==> src/verilog/sys_pkg.sv <==
package sys_pkg;

	// Major opcode of every SYSTEM instruction.
	localparam logic [6:0] opcode_system = 7'b111_0011;

	// Register forms of the CSR instructions.
	localparam logic [2:0] funct3_csrrw = 3'b001;
	localparam logic [2:0] funct3_csrrs = 3'b010;
	localparam logic [2:0] funct3_csrrc = 3'b011;

	// ECALL, EBREAK, MRET and WFI share this one.
	localparam logic [2:0] funct3_priv = 3'b000;

	// Funct12 field of the privileged forms.
	localparam logic [11:0] imm_ecall = 12'h000;
	localparam logic [11:0] imm_mret = 12'h302;

	// Decoded operation, carried from decode to result.
	typedef enum logic [2:0] {
		op_csrrw,
		op_csrrs,
		op_csrrc,
		op_ecall,
		op_mret,
		op_illegal
	} sys_op_e;

endpackage

==> src/verilog/csr_pkg.sv <==
package csr_pkg;

	// Register width.
	localparam int xlen = 32;

	// Machine trap setup and handling.
	localparam logic [11:0] csr_mie = 12'h304;
	localparam logic [11:0] csr_mtvec = 12'h305;
	localparam logic [11:0] csr_mepc = 12'h341;
	localparam logic [11:0] csr_mcause = 12'h342;
	localparam logic [11:0] csr_mip = 12'h344;

	// Machine information registers, all read as zero.
	localparam logic [11:0] csr_mvendorid = 12'hf11;
	localparam logic [11:0] csr_marchid = 12'hf12;
	localparam logic [11:0] csr_mimpid = 12'hf13;
	localparam logic [11:0] csr_mhartid = 12'hf14;

	// Bit positions shared by MIE and MIP.
	localparam int bit_mtie = 7;
	localparam int bit_msie = 3;

	// Trap causes.
	localparam logic [xlen-1:0] cause_timer_irq = 32'h8000_0007;
	localparam logic [xlen-1:0] cause_ecall_m = 32'h0000_000b;

endpackage

==> src/verilog/sys_decode.sv <==
module sys_decode (
	input logic i_clock,
	input logic i_reset,
	input logic i_valid,
	input logic [31:0] i_instr,
	input logic [csr_pkg::xlen-1:0] i_pc,
	input logic [csr_pkg::xlen-1:0] i_rs1_data,
	output logic o_valid,
	output sys_pkg::sys_op_e o_op,
	output logic [11:0] o_csr_index,
	output logic [4:0] o_rd,
	output logic o_rs1_zero,
	output logic [csr_pkg::xlen-1:0] o_pc,
	output logic [csr_pkg::xlen-1:0] o_operand
);

	logic [6:0] opcode;
	logic [2:0] funct3;
	logic [11:0] funct12;
	logic [4:0] rd;
	logic [4:0] rs1;
	sys_pkg::sys_op_e op_next;

	assign opcode = i_instr[6:0];
	assign rd = i_instr[11:7];
	assign funct3 = i_instr[14:12];
	assign rs1 = i_instr[19:15];
	assign funct12 = i_instr[31:20];

	// Classify the instruction.
	always_comb begin
		op_next = sys_pkg::op_illegal;
		if (opcode == sys_pkg::opcode_system) begin
			case (funct3)
				sys_pkg::funct3_csrrw: op_next = sys_pkg::op_csrrw;
				sys_pkg::funct3_csrrs: op_next = sys_pkg::op_csrrs;
				sys_pkg::funct3_csrrc: op_next = sys_pkg::op_csrrc;
				sys_pkg::funct3_priv: begin
					// Privileged forms need rd and rs1 zero.
					if (rd == 5'd0 && rs1 == 5'd0) begin
						if (funct12 == sys_pkg::imm_ecall)
							op_next = sys_pkg::op_ecall;
						else if (funct12 == sys_pkg::imm_mret)
							op_next = sys_pkg::op_mret;
					end
				end
				default: op_next = sys_pkg::op_illegal;
			endcase
		end
	end

	always_ff @(posedge i_clock) begin
		if (i_reset)
			o_valid <= 1'b0;
		else
			o_valid <= i_valid;
	end

	// Instruction fields, captured on the strobe.
	always_ff @(posedge i_clock) begin
		if (i_valid) begin
			o_op <= op_next;
			o_csr_index <= funct12;
			o_rd <= rd;
			o_rs1_zero <= (rs1 == 5'd0);
			o_pc <= i_pc;
			o_operand <= i_rs1_data;
		end
	end

	a_op_known: assert property (@(posedge i_clock) disable iff (i_reset)
		o_valid |-> !$isunknown(o_op));

endmodule

==> src/verilog/csr_alu.sv <==
module csr_alu (
	input sys_pkg::sys_op_e i_op,
	input logic i_rs1_zero,
	input logic [csr_pkg::xlen-1:0] i_old,
	input logic [csr_pkg::xlen-1:0] i_operand,
	output logic o_write,
	output logic [csr_pkg::xlen-1:0] o_new
);

	// Read-modify-write of the addressed CSR.
	always_comb begin
		case (i_op)
			sys_pkg::op_csrrw: begin
				o_new = i_operand;
				o_write = 1'b1;
			end
			sys_pkg::op_csrrs: begin
				o_new = i_old | i_operand;
				// No write at all when rs1 is x0.
				o_write = !i_rs1_zero;
			end
			sys_pkg::op_csrrc: begin
				o_new = i_old & ~i_operand;
				o_write = !i_rs1_zero;
			end
			default: begin
				o_new = i_old;
				o_write = 1'b0;
			end
		endcase
	end

endmodule

==> src/verilog/csr_file.sv <==
module csr_file (
	input logic i_clock,
	input logic i_reset,
	input logic i_valid,
	input sys_pkg::sys_op_e i_op,
	input logic [11:0] i_index,
	input logic i_write,
	input logic [csr_pkg::xlen-1:0] i_wdata,
	input logic [csr_pkg::xlen-1:0] i_pc,
	input logic i_timer_irq,
	input logic i_irq_dispatched,
	input logic [csr_pkg::xlen-1:0] i_irq_epc,
	output logic [csr_pkg::xlen-1:0] o_rdata,
	output logic [csr_pkg::xlen-1:0] o_mtvec,
	output logic [csr_pkg::xlen-1:0] o_mepc,
	output logic o_irq_pending,
	output logic [csr_pkg::xlen-1:0] o_irq_pc
);

	logic mie_mtie;
	logic mie_msie;
	logic mip_mtip;
	logic [csr_pkg::xlen-1:0] mtvec;
	logic [csr_pkg::xlen-1:0] mepc;
	logic [csr_pkg::xlen-1:0] mcause;
	logic [csr_pkg::xlen-1:0] mie_word;
	logic [csr_pkg::xlen-1:0] mip_word;
	logic csr_we;
	logic take_ecall;

	assign csr_we = i_valid && i_write;
	assign take_ecall = i_valid && (i_op == sys_pkg::op_ecall);

	assign o_mtvec = mtvec;
	assign o_mepc = mepc;

	// Only the implemented enable and pending bits.
	always_comb begin
		mie_word = '0;
		mie_word[csr_pkg::bit_mtie] = mie_mtie;
		mie_word[csr_pkg::bit_msie] = mie_msie;
		mip_word = '0;
		mip_word[csr_pkg::bit_mtie] = mip_mtip;
	end

	// Read decode. Unknown addresses read zero.
	always_comb begin
		case (i_index)
			csr_pkg::csr_mie: o_rdata = mie_word;
			csr_pkg::csr_mtvec: o_rdata = mtvec;
			csr_pkg::csr_mepc: o_rdata = mepc;
			csr_pkg::csr_mcause: o_rdata = mcause;
			csr_pkg::csr_mip: o_rdata = mip_word;
			csr_pkg::csr_mvendorid: o_rdata = '0;
			csr_pkg::csr_marchid: o_rdata = '0;
			csr_pkg::csr_mimpid: o_rdata = '0;
			csr_pkg::csr_mhartid: o_rdata = '0;
			default: o_rdata = '0;
		endcase
	end

	// Enables and trap vector, written by software only.
	always_ff @(posedge i_clock) begin
		if (i_reset) begin
			mie_mtie <= 1'b0;
			mie_msie <= 1'b0;
			mtvec <= '0;
		end else if (csr_we) begin
			if (i_index == csr_pkg::csr_mie) begin
				mie_mtie <= i_wdata[csr_pkg::bit_mtie];
				mie_msie <= i_wdata[csr_pkg::bit_msie];
			end else if (i_index == csr_pkg::csr_mtvec) begin
				mtvec <= i_wdata;
			end
		end
	end

	// Trap state. Later statements take priority.
	always_ff @(posedge i_clock) begin
		if (i_reset) begin
			mepc <= '0;
			mcause <= '0;
			mip_mtip <= 1'b0;
			o_irq_pending <= 1'b0;
			o_irq_pc <= '0;
		end else begin
			if (csr_we && i_index == csr_pkg::csr_mepc)
				mepc <= i_wdata;
			if (csr_we && i_index == csr_pkg::csr_mcause)
				mcause <= i_wdata;

			// Timer level, gated by MTIE.
			if (i_timer_irq && mie_mtie) begin
				mip_mtip <= 1'b1;
				mcause <= csr_pkg::cause_timer_irq;
				o_irq_pending <= 1'b1;
				o_irq_pc <= mtvec;
			end

			// Dispatch beats a new interrupt.
			if (i_irq_dispatched) begin
				mip_mtip <= 1'b0;
				o_irq_pending <= 1'b0;
				mepc <= i_irq_epc;
			end

			// ECALL owns mepc and mcause.
			if (take_ecall) begin
				mepc <= i_pc;
				mcause <= csr_pkg::cause_ecall_m;
			end
		end
	end

	a_irq_clear: assert property (@(posedge i_clock) disable iff (i_reset)
		$fell(o_irq_pending) |-> $past(i_irq_dispatched) || $past(i_reset));

endmodule

==> src/verilog/sys_result.sv <==
module sys_result (
	input logic i_clock,
	input logic i_reset,
	input logic i_valid,
	input sys_pkg::sys_op_e i_op,
	input logic [4:0] i_rd,
	input logic [csr_pkg::xlen-1:0] i_rdata,
	input logic [csr_pkg::xlen-1:0] i_mtvec,
	input logic [csr_pkg::xlen-1:0] i_mepc,
	output logic o_valid,
	output logic o_rd_we,
	output logic [4:0] o_rd,
	output logic [csr_pkg::xlen-1:0] o_rd_data,
	output logic o_redirect,
	output logic [csr_pkg::xlen-1:0] o_redirect_pc,
	output logic o_illegal
);

	logic is_csr;
	logic is_ecall;
	logic is_mret;

	assign is_csr = (i_op == sys_pkg::op_csrrw) || (i_op == sys_pkg::op_csrrs) ||
		(i_op == sys_pkg::op_csrrc);
	assign is_ecall = (i_op == sys_pkg::op_ecall);
	assign is_mret = (i_op == sys_pkg::op_mret);

	always_ff @(posedge i_clock) begin
		if (i_reset) begin
			o_valid <= 1'b0;
			o_rd_we <= 1'b0;
			o_redirect <= 1'b0;
			o_illegal <= 1'b0;
		end else begin
			o_valid <= i_valid;
			// x0 is never written back.
			o_rd_we <= i_valid && is_csr && (i_rd != 5'd0);
			o_redirect <= i_valid && (is_ecall || is_mret);
			o_illegal <= i_valid && (i_op == sys_pkg::op_illegal);
		end
	end

	// Writeback data is the CSR value before the write.
	always_ff @(posedge i_clock) begin
		if (i_valid) begin
			o_rd <= i_rd;
			o_rd_data <= i_rdata;
			o_redirect_pc <= is_ecall ? i_mtvec : i_mepc;
		end
	end

	a_out_valid: assert property (@(posedge i_clock) disable iff (i_reset)
		($rose(o_redirect) || $rose(o_rd_we)) |-> o_valid);

endmodule

==> src/verilog/sys_unit.sv <==
module sys_unit (
	input logic i_clock,
	input logic i_reset,
	input logic i_valid,
	input logic [31:0] i_instr,
	input logic [csr_pkg::xlen-1:0] i_pc,
	input logic [csr_pkg::xlen-1:0] i_rs1_data,
	input logic i_timer_irq,
	input logic i_irq_dispatched,
	input logic [csr_pkg::xlen-1:0] i_irq_epc,
	output logic o_valid,
	output logic o_rd_we,
	output logic [4:0] o_rd,
	output logic [csr_pkg::xlen-1:0] o_rd_data,
	output logic o_redirect,
	output logic [csr_pkg::xlen-1:0] o_redirect_pc,
	output logic o_illegal,
	output logic o_irq_pending,
	output logic [csr_pkg::xlen-1:0] o_irq_pc
);

	// Decode stage outputs.
	logic dec_valid;
	sys_pkg::sys_op_e dec_op;
	logic [11:0] dec_csr_index;
	logic [4:0] dec_rd;
	logic dec_rs1_zero;
	logic [csr_pkg::xlen-1:0] dec_pc;
	logic [csr_pkg::xlen-1:0] dec_operand;

	// Execute stage signals.
	logic [csr_pkg::xlen-1:0] csr_rdata;
	logic [csr_pkg::xlen-1:0] csr_mtvec;
	logic [csr_pkg::xlen-1:0] csr_mepc;
	logic alu_write;
	logic [csr_pkg::xlen-1:0] alu_new;

	sys_decode decode0 (.i_clock, .i_reset, .i_valid, .i_instr, .i_pc, .i_rs1_data,
		.o_valid(dec_valid), .o_op(dec_op), .o_csr_index(dec_csr_index), .o_rd(dec_rd),
		.o_rs1_zero(dec_rs1_zero), .o_pc(dec_pc), .o_operand(dec_operand));

	csr_alu alu0 (.i_op(dec_op), .i_rs1_zero(dec_rs1_zero), .i_old(csr_rdata),
		.i_operand(dec_operand), .o_write(alu_write), .o_new(alu_new));

	csr_file csrs0 (.i_clock, .i_reset, .i_valid(dec_valid), .i_op(dec_op),
		.i_index(dec_csr_index), .i_write(alu_write), .i_wdata(alu_new), .i_pc(dec_pc),
		.i_timer_irq, .i_irq_dispatched, .i_irq_epc, .o_rdata(csr_rdata),
		.o_mtvec(csr_mtvec), .o_mepc(csr_mepc), .o_irq_pending, .o_irq_pc);

	sys_result result0 (.i_clock, .i_reset, .i_valid(dec_valid), .i_op(dec_op),
		.i_rd(dec_rd), .i_rdata(csr_rdata), .i_mtvec(csr_mtvec), .i_mepc(csr_mepc),
		.o_valid, .o_rd_we, .o_rd, .o_rd_data, .o_redirect, .o_redirect_pc, .o_illegal);

endmodule

==> config.mk <==
export PLATFORM = sky130hd
export DESIGN_NAME = sys_unit
export DESIGN_NICKNAME = d
export VERILOG_FILES = /design/src/verilog/sys_pkg.sv /design/src/verilog/csr_pkg.sv /design/src/verilog/sys_decode.sv /design/src/verilog/csr_alu.sv /design/src/verilog/csr_file.sv /design/src/verilog/sys_result.sv /design/src/verilog/sys_unit.sv
export SDC_FILE = /design/constraint.sdc
export NUM_CORES = 1
export LEC_CHECK = 0
export BUFFER_PORTS_ARGS = -buffer_cell sky130_fd_sc_hd__clkbuf_2
export CAP_MARGIN = 25
export CORE_MARGIN = 4
export CORE_UTILIZATION = 32
export CTS_CLUSTER_SIZE = 30
export DETAILED_ROUTE_END_ITERATION = 10
export PLACE_DENSITY = 0.55
export SLEW_MARGIN = 20
export SYNTH_ARGS = -nofsm -noshare
export SYNTH_HDL_FRONTEND = slang
export SYNTH_SLANG_ARGS = --single-unit
==> constraint.sdc <==
create_clock -name i_clock -period 4.95 [get_ports i_clock]
set_input_delay 0.2475 -clock i_clock [delete_from_list [all_inputs] [get_ports i_clock]]
set_output_delay 0.2475 -clock i_clock [all_outputs]
set_load 0.005 [all_outputs]
# Word-level counts from Yosys, hierarchy flattened
# Cells that the tools add are included.
[word_totals]
register_bits = 290
input_bits = 133
out_inout_bits = 106
word_cells = 85
[classes]
eq_ne = 15
n_mux = 14
n_bitwise = 4
n_reduce_logical = 29
[op_table]
columns = ["cell", "count"]
rows = [
  ["$mux 32", 6],
  ["$pmux 32 s5", 1],
  ["$pmux 32 s3", 1],
  ["$eq 12x10->1 const B", 6],
  ["$and 32x32->32", 1],
  ["$not 32->32", 1],
  ["$or 32x32->32", 1],
  ["$eq 3x2->1 const B", 4],
  ["$logic_not 12->1", 1],
  ["$pmux 3 s4", 1],
  ["$logic_and 1x1->1", 10],
  ["$logic_not 5->1", 2],
  ["$eq 7x7->1 const B", 1],
  ["$eq 3x1->1 const B", 2],
  ["$eq 3x3->1 const B", 2],
  ["$logic_not 3->1", 2],
  ["$mux 3", 2],
  ["$reduce_bool 3->1", 2],
  ["$reduce_or 2->1", 3],
  ["$reduce_bool 5->1", 1],
  ["$mux 4", 1],
  ["$logic_or 1x1->1", 3],
  ["$reduce_and 3->1", 1],
  ["$reduce_or 3->1", 1],
  ["6 further kinds", 6],
]

# Logic depth before layout (Yosys ltp)
# Gate-level depths: netlist (run 1).
[depth]
ltp_word = 8
ltp_mapped = 9
depth_no_buf = 5

# By module
# Synthesis (run 1) repeated with hierarchy kept, for this count alone.
[hier_totals]
hier_cells = 1068
hier_area_um2 = 12161.7
[modules_own_cells]
columns = ["module", "instances", "cells_per_inst", "area_each_um2", "seq_area_each_um2"]
rows = [
  ["csr_file", 1, 760, 6138.4, 2622.5],
  ["sys_result", 1, 119, 2732.6, 2152.1],
  ["sys_decode", 1, 111, 2723.9, 2572.5],
  ["csr_alu", 1, 78, 566.8, 0.0],
]

# Least setup slack after synthesis (run 1)
# Ideal clock, no wire load.
[synth_path]
kind = "register to register"
startpoint = "reg decode0.o_valid"
endpoint = "reg csrs0.mepc, in the netlist csrs0.o_mepc[5]"
setup_ns = 0.143
arrival_ns = 3.187
required_time_ns = 4.807
slack_ns = 1.621
stages_incl_launch_ff = 8
path_buffers = 2
period_less_slack_ns = 3.329
cell_sequence = "dfxtp_1 > and4b_1 > clkbuf_1 > nor2_1 > o31a_1 > buf_2 > a22oi_1 > o32ai_1"
[synth_between]
elab_chain_cells = 3
elab_cells_between_ends = 5
cone_classes = "mux (1); reduce/logical (4)"
[synth_rtl]
columns = ["element", "line", "source"]
rows = [
  ["from (decl)", "sys_decode.sv:8", "output logic o_valid,"],
  ["from (signal assigned)", "sys_decode.sv:56", "o_valid <= i_valid;"],
  ["$logic_and 1x1->1", "csr_file.sv:31", "assign csr_we = i_valid && i_write;"],
  ["$logic_and 1x1->1", "csr_file.sv:87", "if (csr_we && i_index == csr_pkg::csr_mepc)"],
  ["$reduce_bool 3->1 (no line)", "n/a", ""],
  ["to (signal assigned)", "csr_file.sv:88", "mepc <= i_wdata;"],
  ["to (signal assigned)", "csr_file.sv:104", "mepc <= i_irq_epc;"],
  ["to (signal assigned)", "csr_file.sv:109", "mepc <= i_pc;"],
  ["to (decl)", "csr_file.sv:24", "logic [csr_pkg::xlen-1:0] mepc;"],
]
# Parallel ways exist; a longest one is shown, timed or not.
# A chain may end at the register's enable or synchronous reset.

# Final worst setup path (run 1)
[layout_path]
startpoint = "reg decode0.o_csr_index[6]"
endpoint = "reg csrs0.mepc, in the netlist csrs0.o_mepc[3]"
[layout_between]
elab_chain_cells = 7
elab_cells_between_ends = 14
cone_classes = "eq/ne (5); mux (5); bitwise (2); reduce/logical (2)"
[layout_rtl]
columns = ["element", "line", "source"]
rows = [
  ["from (decl)", "sys_decode.sv:10", "output logic [11:0] o_csr_index,"],
  ["from (signal assigned)", "sys_decode.sv:63", "o_csr_index <= funct12;"],
  ["$eq 12x10->1, on equally long branches", "csr_file.sv:48, csr_file.sv:87", ""],
  ["$pmux 32 s5", "csr_file.sv:48", "case (i_index)"],
  ["$and 32x32->32 or $or 32x32->32 (tied branches)", "csr_alu.sv:23, csr_alu.sv:18", ""],
  ["$pmux 32 s3", "csr_alu.sv:12", "case (i_op)"],
  ["$mux 32", "csr_file.sv:87", ""],
  ["$mux 32", "csr_file.sv:101", "if (i_irq_dispatched) begin"],
  ["$mux 32", "csr_file.sv:108", "if (take_ecall) begin"],
]
# Parallel ways exist; a longest one is shown, timed or not. The select of a mux whose other input is x is not followed.

==> results of run 1 <==
==> registers in the layout, indices dropped and copies added, names as in the netlist <==
name,flops
csrs0.mcause,32
csrs0.o_irq_pc,32
csrs0.o_mepc,32
csrs0.o_mtvec,32
decode0.o_operand,32
decode0.o_pc,32
result0.o_rd_data,32
result0.o_redirect_pc,32
decode0.o_csr_index,12
decode0.o_rd,5
result0.o_rd,5
decode0.o_op,3
csrs0.mie_msie,1
csrs0.mie_mtie,1
csrs0.o_irq_pending,1
decode0.o_rs1_zero,1
decode0.o_valid,1
result0.o_illegal,1
result0.o_rd_we,1
result0.o_redirect,1
result0.o_valid,1
==> Yosys cell counts (3+ instances only) <==
cell type / count / area share, %
xnor2_1: 11 / 0.76
o2bb2ai_1: 7 / 0.49
nor3_1: 7 / 0.28
nor2_1: 65 / 1.9
o21bai_1: 26 / 1.5
nand2b_1: 3 / 0.15
o32ai_1: 11 / 0.76
a31oi_1: 65 / 3.2
nor2b_1: 15 / 0.74
buf_2: 32 / 1.3
nand3_1: 41 / 1.6
a21oi_1: 91 / 3.6
a211oi_1: 10 / 0.59
a32oi_1: 6 / 0.42
buf_6: 3 / 0.27
clkbuf_1: 58 / 1.7
or2_2: 18 / 0.89
and4_1: 3 / 0.21
a221oi_1: 3 / 0.21
a22oi_1: 30 / 1.8
a211oi_2: 5 / 0.50
nor4_1: 6 / 0.30
or4_1: 3 / 0.18
inv_1: 4 / 0.12
nand3b_1: 16 / 0.95
o21a_1: 3 / 0.18
nand2_1: 133 / 4.0
o21ai_0: 93 / 3.7
a311oi_1: 13 / 0.90
mux2_2: 34 / 3.0
o22ai_1: 8 / 0.40
nand4_1: 3 / 0.15
and2_1: 27 / 1.3
edfxtp_1: 154 / 37
a32o_1: 6 / 0.48
dfxtp_1: 136 / 22
nor4b_1: 9 / 0.62
==> worst max-delay path by stage <==
stage                                      start               end  slack, ps
final                     decode0.o_csr_index[6]   csrs0.o_mepc[3]       1570
after global routing      decode0.o_csr_index[6]  csrs0.o_mepc[31]       1320
after CTS                 decode0.o_csr_index[6]  csrs0.o_mepc[31]       1600
after detailed placement  decode0.o_csr_index[6]  csrs0.o_mepc[31]       1590
after global placement    decode0.o_csr_index[6]   csrs0.o_mepc[3]       1730
after floorplan                  decode0.o_valid   csrs0.o_mepc[5]       1620
==> layout make-up <==
class | instances | area, um^2 | share of cell area (%)
flip-flops and latches | 290 | 7350 | 45.2
clock inverters | 19 | 274 | 1.68
clock buffers | 42 | 955 | 5.87
repair buffers | 341 | 2180 | 13.4
inverters | 4 | 15.0 | 0.0923
diodes | 1 | 2.50 | 0.0154
multi-input cells | 801 | 4850 | 29.8
well taps | 518 | 648 | 3.98
==> power groups by stage <==
stage | clock network [uW] | logic [uW] | registers [uW]
after detailed placement | 0 | 380 | 2780
after CTS | 2810 | 433 | 2730
after floorplan | 0 | 205 | 2750
final | 2750 | 431 | 2730
after global routing | 2900 | 471 | 2740
after global placement | 0 | 375 | 2780
==> per-layer routing <==
metal / wire length [um] / global-route usage, % / part of all wire (%)
met3: 2820 / 3.28 / 6.6
met5: 0 / 0 / 0
met1: 19100 / 27.4 / 45
met2: 19900 / 31.3 / 47
met4: 905 / 5.26 / 2.1
==> cell usage in the layout (no fill, tap or decap), drive strengths merged, types with 3 or more instances in the layout <==
cell | Yosys | final
a211oi | 15 | 15
a21oi | 91 | 91
a221oi | 3 | 3
a22oi | 30 | 30
a311oi | 13 | 13
a31oi | 65 | 65
a32o | 6 | 6
a32oi | 6 | 6
and2 | 27 | 27
and4 | 3 | 3
buf | 39 | 24
bufinv | 0 | 7
clkbuf | 60 | 278
clkinv | 0 | 9
dfxtp | 136 | 136
dlygate4sd3 | 0 | 81
edfxtp | 154 | 154
inv | 4 | 7
mux2 | 34 | 34
nand2 | 134 | 134
nand2b | 3 | 3
nand3 | 41 | 41
nand3b | 16 | 16
nand4 | 3 | 3
nor2 | 65 | 65
nor2b | 15 | 15
nor3 | 9 | 9
nor4 | 7 | 7
nor4b | 9 | 9
o21a | 3 | 3
o21ai | 94 | 94
o21bai | 26 | 26
o22ai | 8 | 8
o2bb2ai | 8 | 8
o31ai | 3 | 3
o32ai | 11 | 11
or2 | 19 | 19
or4 | 3 | 3
xnor2 | 11 | 11
==> worst register-to-register path, cell delays in order, from the launching register on <==
cell,delay (ps)
edfxtp_1,660
nor2b_2,880
nand2_1,580
o31a_1,700
a211oi_1,350
nor3_1,80
==> through the flow <==
stage	std cells	total power, uW	utilization (%)	hold slack, ps
final	2016	5900	41.9	87.4
after global routing	2016	6110	41.9	72.0
after CTS	2014	5970	41.9	67.4
after detailed placement	1872	3160	36.6	426
after global placement	1872	3150	36.6	426
after floorplan	1194	2950	-	346
==> cell families (layout without fill, tap and decap cells) <==
group | after synthesis | in the layout
buffers and inverters | 103 | 406
AOI/OAI and AO/OA | 390 | 390
xor gates and xnor gates | 12 | 12
muxes | 34 | 34
and+or+nand+nor | 364 | 364
adders and majority gates | 1 | 1
other | 0 | 1
DFF | 290 | 290
==> timing repair <==
action                    CTS  global route
resized for setup           0             0
hold buffers               81             0
hold endpoints to repair   81             0
==> metrics.md, run 1 <==
| Metric | Value |
|---|---|
| Worst Setup Start Kind | `flop` |
| Clock Skew | `31.9 ps` |
| Starting DRT DRC Count | `~890` |
| Cells after synthesis | `1194` |
| Hold endpoint | `decode0.o_rs1_zero` |
| Critical Setup Path Class | `reg2reg` |
| Leakage | `0.00608 uW` |
| Pin count of the biggest net entering global routing | `68` |
| Share of layout cells above drive strength 1 | `25.8%` |
| Setup TNS | `0 ps` |
| H-tree levels | `2` |
| Finished Cell Area | `16300 um^2` |
| R2R depth | `5` |
| Die Ht | `207 um` |
| Vias | `10700` |
| Max cap viols | `0` |
| Hold Path Depth | `2` |
| Hold Vio Cnt, Final | `0` |
| Setup bufs post-CTS | `0` |
| CP max FO | `20` |
| Fillers | `~3700` |
| CP Data Arrival Time | `around 3800 ps` |
| Port bufs | `238` |
| Crit path time final | `around 3400 ps` |
| Post-synthesis async set-or-reset flop share | `0%` |
| Worst-skew pair later-pin latency | `520 ps` |
| Synthesized area | `about 13000 um^2` |
| Gr usage total | `19.5%` |
| Placeable Area | `slightly below 40000 um^2` |
| Reg2reg end | `csrs0.o_mepc[3]` |
| Logic pwr share | `7.3%` |
| Clk sinks | `290` |
| Hold_sp | `i_instr[16]` |
| Maximum clock path buffer count | `3` |
| Crit-path cells | `nor2b_2 > nand2_1 > o31a_1 > a211oi_1 > nor3_1` |
| Relative slew slack | `31.7%` |
| CTS clk-pin slew, worst paths | `around 60 ps` |
| Sequential element share of the synthesized area | `58.2%` |
| Post-synthesis xor/xnor area fraction | `less than 1%` |
| Max incr delay on CP | `between 800 and 900 ps` |
| Final net count | `1605` |
| Clk pwr share | `46.5%` |
| EDFF count, synth | `154` |
| Part of the power in registers | `46.2%` |
| Slew @ Worst Pin | `1020 ps` |
| Final WL | `42.7 mm` |
| Net Sw Power | `~1300 uW` |
| # rows | `72` |
| GP Congestion | `0.870` |
| Final Cycle Share | `68.2%` |
| Main combinational cell family by area after synthesis | `compound AO/OA/AOI/OAI gates` |
| CTS root buf | `clkbuf_16` |
| Wire per inst | `21.2 um` |
| Crit path buffers/inverters | `0` |
| Max-slew violation count | `0` |
| Initial antenna violation count | `1` |
| Main synth FF type | `edfxtp_1` |
| Remaining DRCs | `0` |
| CTS tree | `done` |
| Compound-gate portion of the synthesized area | `19.7%` |
| RR Startpoint | `decode0.o_csr_index[6]` |
| Worst Path Required | `5320 ps` |
| Crit end category | `flop` |
| Remaining antenna violation count after routing | `0` |
| Critical-path top delay cell | `nor2b_2` |
| Post-DP HPWL | `between 20 and 30 mm` |
| Global-route wire length before repair | `64.0 mm` |
| First-pass detailed-route iteration total | `5` |
| Peak supply drop | `0.000224 V` |
| CP Depth | `5` |
| Die area | `42700 um^2` |
| Top delay family on crit path | `simple AND/OR/NAND/NOR gates` |
| Pre-CTS setup slack | `1590 ps` |
| Switching Share | `22.5%` |
| Yosys Warn Count | `0` |
| Die width | `207 um` |
| Post-synth net total | `1327` |
| Vias in the first global route | `10500` |
| Setup slack, reg-to-reg | `1570 ps` |
| Layout overhead on the synthesized area | `28.8%` |
| Synthesized-area fraction occupied by adder cells | `0.0891%` |
| Mean Syn Cell Area | `10.6 um^2` |
| Worst setup margin | `1570 ps` |
| Yosys reg bits | `290` |
| Post-synthesis mux area share | `~3%` |
| Starting density of the core | `32.5%` |
| RSZ-0062 raised after global routing | `false` |
| Vias/cell | `5.31` |
| Setup-failing EPs final | `0` |
| GR Overflow Total | `0` |
| Int Pwr | `approximately 4600 uW` |
| Yosys cell types | `64` |
| Hold Path Class | `in2reg` |
| Post-synthesis simple-gate area fraction | `about 15%` |
| CTS buffer count | `34` |
| Ports | `239` |
| Fmax | `296 MHz` |
| Power Density | `around 360 nW/um^2` |
| Status | `finished, final reports clean` |
| Placed standard-cell area | `14200 um^2` |
Note: power is estimated with default switching activity, not from simulation.
==> run 2: changes to the inputs <==
==> constraint.sdc (replaced) <==
create_clock -name i_clock -period 3.35 [get_ports i_clock]
set_input_delay 0.1675 -clock i_clock [delete_from_list [all_inputs] [get_ports i_clock]]
set_output_delay 0.1675 -clock i_clock [all_outputs]
set_load 0.005 [all_outputs]
==> metrics.md, run 2 (same netlist as run 1, synthesis figures left out) <==
| Metric | Value |
|---|---|
| Critical Setup Path Class | `reg2reg` |
| Leakage | `between 0.006 and 0.007 uW` |
| RSZ-0062 raised after global routing | `false` |
| CP max FO | `25` |
| First-pass detailed-route iteration total | `5` |
| Hold WS | `between 20 and 30 ps` |
| Max cap viols | `0` |
| Worst Path Required | `3710 ps` |
| Clk sinks | `290` |
| Wire per inst | `21.4 um` |
| Final net count | `1622` |
| Layout overhead on the synthesized area | `29.3%` |
| Ports | `239` |
| Most frequent cells in the layout | `clkbuf_2 (236), edfxtp_1 (154), dfxtp_1 (135)` |
| Hold Vio Cnt, Final | `0` |
| Crit-path cells | `and4bb_2 > nand2_1 > o31a_1 > a22oi_1 > o32ai_1` |
| Relative slew slack | `slightly above 40%` |
| Worst Setup Start Kind | `flop` |
| Hold Buf Count CTS | `83` |
| Remaining DRCs | `0` |
| Worst-skew pair later-pin latency | `530 ps` |
| Hold Path Depth | `3` |
| Die Ht | `between 200 and 250 um` |
| # rows | `72` |
| Crit end category | `flop` |
| Number of diodes | `0` |
| Gr usage total | `19.7%` |
| Starting density of the core | `32.5%` |
| CTS tree | `done` |
| Status | `finished, final reports clean` |
| Setup TNS | `0 ps` |
| Commonest non-fill, non-tap cell in the layout | `clkbuf_2` |
| Pin count of the biggest net entering global routing | `75` |
| CTS buffer count | `34` |
| Port bufs | `between 200 and 250` |
| CP Data Arrival Time | `3100 ps` |
| Hold Path Class | `in2reg` |
| CTS root buf | `clkbuf_16` |
| Fillers | `3703` |
| Hold endpoint | `csrs0.o_mepc[15]` |
| RR Startpoint | `decode0.o_csr_index[10]` |
| Global-route wire length before repair | `64.2 mm` |
| Final Cycle Share | `between 80% and 90%` |
| H-tree levels | `2` |
| Fmax | `365 MHz` |
| Placeable Area | `38800 um^2` |
| Clock Skew | `30.6 ps` |
| Starting DRT DRC Count | `846` |
| GR Overflow Total | `0` |
| Setup slack, reg-to-reg | `610 ps` |
| Reg2reg end | `csrs0.o_mepc[1]` |
| Peak supply drop | `just under 0.0004 V` |
| CTS clk-pin slew, worst paths | `60 ps` |
| Max-slew violation count | `0` |
| Slew @ Worst Pin | `around 880 ps` |
| Crit path time final | `2740 ps` |
| CTS resizes | `0` |
| Power Density | `515 nW/um^2` |
| Die width | `207 um` |
| R2R depth | `5` |
| Critical-path top delay cell | `and4bb_2` |
| Setup-failing EPs final | `0` |
| Vias in the first global route | `10500` |
| GP Congestion | `0.849` |
| Max incr delay on CP | `about 700 ps` |
| Post-DP HPWL | `29.3 mm` |
| Vias/cell | `5.26` |
| Maximum clock path buffer count | `3` |
| Setup bufs post-CTS | `0` |
| Hold_sp | `i_irq_epc[15]` |
| Final WL | `43.5 mm` |
| Die area | `about 43000 um^2` |
| Vias | `10700` |
| Remaining antenna violation count after routing | `0` |
| Share of layout cells above drive strength 1 | `approximately a quarter` |
| Initial antenna violation count | `1` |
[run 2: area by class of cell]
type	instances	area, um^2	area share (%)
Inverter	4	15.0	0.0919
Clock buffer	45	953	5.84
Timing Repair Buffer	358	2350	14.4
Clock inverter	16	163	0.996
Sequential cell	290	7350	45.0
Multi-Input combinational cell	801	4850	29.7
Tap cell	518	648	3.97
[run 2: where the power goes]
part | switching [uW] | internal, uW
logic | 370 | 296
registers | 117 | 3910
clock network | 1480 | 2240
[run 2: worst max-delay path by stage]
stage / depth (start not counted) / endpoint / startpoint / slack [ps]
after floorplan: 7 / csrs0.o_mepc[5] / decode0.o_valid / 20
after global placement: 5 / csrs0.o_mepc[3] / decode0.o_csr_index[11] / 600
after detailed placement: 5 / csrs0.o_mepc[3] / decode0.o_csr_index[11] / 590
after CTS: 5 / csrs0.o_mepc[1] / decode0.o_csr_index[11] / 620
after global routing: 5 / csrs0.o_mepc[15] / decode0.o_csr_index[10] / 470
final: 5 / csrs0.o_mepc[1] / decode0.o_csr_index[10] / 610
[run 2: metal layers]
layer,GRT usage [%],wire length (um),vias to the layer above
met1,26.6,18900,5114
li1,-,-,5069
met2,31.3,19800,421
met3,4.78,3370,73
met4,6.68,1360,2
met5,0,20,-
[run 2: critical path, delay by kind of cell, from the launching register on]
| family | cells | cell delay [ps] |
|---|---|---|
| flip-flops | 1 | 370 |
| AND/OR/NAND/NOR | 2 | 1180 |
| AO/OA/AOI/OAI | 3 | 1050 |
[run 2: metrics by stage]
stage	util (%)	setup slack [ps]	cell area [um^2]	total power, uW	instances
final	42.1	608	16300	8410	2032
after detailed placement	37.0	591	14400	4690	1887
after global placement	37.0	597	14300	4680	1886
after global routing	42.1	466	16300	8700	2032
after CTS	42.0	615	16300	8500	2031
after floorplan	-	20.5	12600	4360	1194
==> run 3: changes to the inputs <==
--- a/config.mk
+++ b/config.mk
@@ -11,7 +11,7 @@
 export CORE_UTILIZATION = 32
 export CTS_CLUSTER_SIZE = 30
 export DETAILED_ROUTE_END_ITERATION = 10
-export PLACE_DENSITY = 0.55
+export PLACE_DENSITY = 0.57
 export SLEW_MARGIN = 20
 export SYNTH_ARGS = -nofsm -noshare
 export SYNTH_HDL_FRONTEND = slang
==> constraint.sdc (replaced) <==
create_clock -name i_clock -period 2.5 [get_ports i_clock]
set_input_delay 0.125 -clock i_clock [delete_from_list [all_inputs] [get_ports i_clock]]
set_output_delay 0.125 -clock i_clock [all_outputs]
set_load 0.005 [all_outputs]
==> metrics.md, run 3 (same netlist as run 1, synthesis figures left out) <==
| Metric | Value |
|---|---|
| Setup-failing EPs final | `0` |
| Final Cycle Share | `93.3%` |
| CTS resizes | `0` |
| First-pass detailed-route iteration total | `5` |
| Remaining antenna violation count after routing | `0` |
| Fin util | `42.9%` |
| Vias/cell | `around 5.2` |
| Peak supply drop | `0.000442 V` |
| Worst Path Required | `approximately 2900 ps` |
| Clock Skew | `about 13 ps` |
| Slew @ Worst Pin | `~850 ps` |
| Placeable Area | `38800 um^2` |
| Logic pwr share | `around 8.1%` |
| Clk pwr share | `45.5%` |
| CTS buffer count | `34` |
| Maximum clock path buffer count | `3` |
| Max layer used | `met5` |
| Multi-input gate area in the final layout | `between 4000 and 5000 um^2` |
| Die Ht | `207 um` |
| Top delay family on crit path | `compound AO/OA/AOI/OAI gates` |
| Port bufs | `approximately 240` |
| Part of the power in registers | `46.4%` |
| H-tree levels | `2` |
| Remaining DRCs | `0` |
| Commonest non-fill, non-tap cell in the layout | `clkbuf_2` |
| Crit path time final | `2330 ps` |
| CP max FO | `12` |
| Net Sw Power | `2630 uW` |
| Final net count | `1648` |
| GP Congestion | `slightly below 0.9` |
| Wire per inst | `20.8 um` |
| Share of layout cells above drive strength 1 | `27.0%` |
| Number of diodes | `0` |
| Hold Path Class | `in2reg` |
| Fmax | `429 MHz` |
| Met1 wire length | `approximately 19 mm` |
| CTS tree | `done` |
| Max cap viols | `0` |
| Pin count of the biggest net entering global routing | `49` |
| Placed Instances | `1902` |
| Max incr delay on CP | `between 500 and 600 ps` |
| Crit-path cells | `maj3_2 > or2_1 > o31a_1 > a211oi_1 > nor3_1` |
| Vias | `10800` |
| Initial antenna violation count | `2` |
| Reg area | `7350 um^2` |
| Die width | `approximately 210 um` |
| Final WL | `42.9 mm` |
| GR Overflow Total | `0` |
| Post-DP HPWL | `between 20 and 30 mm` |
| Max-slew violation count | `0` |
| Worst Setup Start Kind | `flop` |
| Gr usage total | `19.6%` |
| Global-route wire length before repair | `64.4 mm` |
| Setup bufs post-CTS | `0` |
| Worst-skew pair later-pin latency | `520 ps` |
| Critical Setup Path Class | `reg2reg` |
| Most frequent cells in the layout | `clkbuf_2 (236), edfxtp_1 (154), dfxtp_1 (135)` |
| CTS root buf | `clkbuf_16` |
| Starting density of the core | `32.5%` |
| Die area | `42700 um^2` |
| Crit end category | `flop` |
| Setup TNS | `0 ps` |
| Crit path buffers/inverters | `0` |
| CTS clk-pin slew, worst paths | `60 ps` |
| Fillers | `about 3700` |
| Layout overhead on the synthesized area | `31.9%` |
| Switching Share | `22.7%` |
| CP Data Arrival Time | `2710 ps` |
| Int Pwr | `8950 uW` |
| Vias in the first global route | `roughly 11000` |
| Critical-path top delay cell | `o31a_1` |
| Relative slew slack | `43.4%` |
| Clk sinks | `290` |
| Hold Vio Cnt, Final | `0` |
| Power Density | `approximately 690 nW/um^2` |
| Met2 wire length | `19.9 mm` |
| Ports | `239` |
| Met3 Wirelength | `2.65 mm` |
| Starting DRT DRC Count | `roughly 1000` |
| Status | `finished, final reports clean` |
| # rows | `72` |
| RSZ-0062 raised after global routing | `false` |
| Final non-filler cell total | `2058` |
| Leakage | `0.00628 uW` |
==> run 3: routing by layer <==
layer,up-vias,global-route usage (%)
met5,-,0
met4,4,5.95
met3,77,3.64
met2,385,31.8
met1,5165,26.7
li1,5132,-
==> run 3: through the flow <==
stage	instance area, um^2	total power (uW)	hold WS [ps]	setup WS, ps
2_1_floorplan	12600	5840	224	340
3_3_place_gp	14500	6280	304	221
3_5_place_dp	14500	6290	304	167
4_1_cts	16700	11700	2.39	173
5_1_grt	16700	12000	21.0	64.2
6_report	16700	11600	24.4	168
==> run 3: repair_timing <==
action	CTS	global route
hold endpoints to repair	94	0
hold buffers	95	0
setup endpoints to repair	0	0
==> run 3: final timing paths <==
check                        from          endpoint  slack [ps]  cells past startpoint
setup reg to reg  decode0.o_op[0]   csrs0.o_mepc[3]         170                      5
hold reg to reg   decode0.o_rd[3]   result0.o_rd[3]         440                      0
hold / removal      i_irq_epc[22]  csrs0.o_mepc[22]          20                      5
setup / recovery  decode0.o_op[0]   csrs0.o_mepc[3]         170                      5
==> run 3: final cells by class <==
cell class                      instances  area share, %
Clock inverter                         15           1.10
Inverter                                4         0.0901
Sequential cell                       290           44.1
Tap cell                              518           3.89
Clock buffer                           46           6.13
Timing Repair Buffer                  384           15.6
Multi-Input combinational cell        801           29.1
==> run 3: tightest hold or removal path: stages <==
cell,delay [ps]
clkbuf_2,90
nand2_1,50
o21ai_0,70
a31oi_1,40
a21oi_1,120
==> run 3: power groups by stage <==
stage | registers, uW | clock network [uW] | logic (uW)
after floorplan | 5430 | 0 | 406
after global placement | 5470 | 0 | 809
after detailed placement | 5470 | 0 | 817
after CTS | 5370 | 5390 | 938
after global routing | 5390 | 5600 | 1020
final | 5370 | 5270 | 938
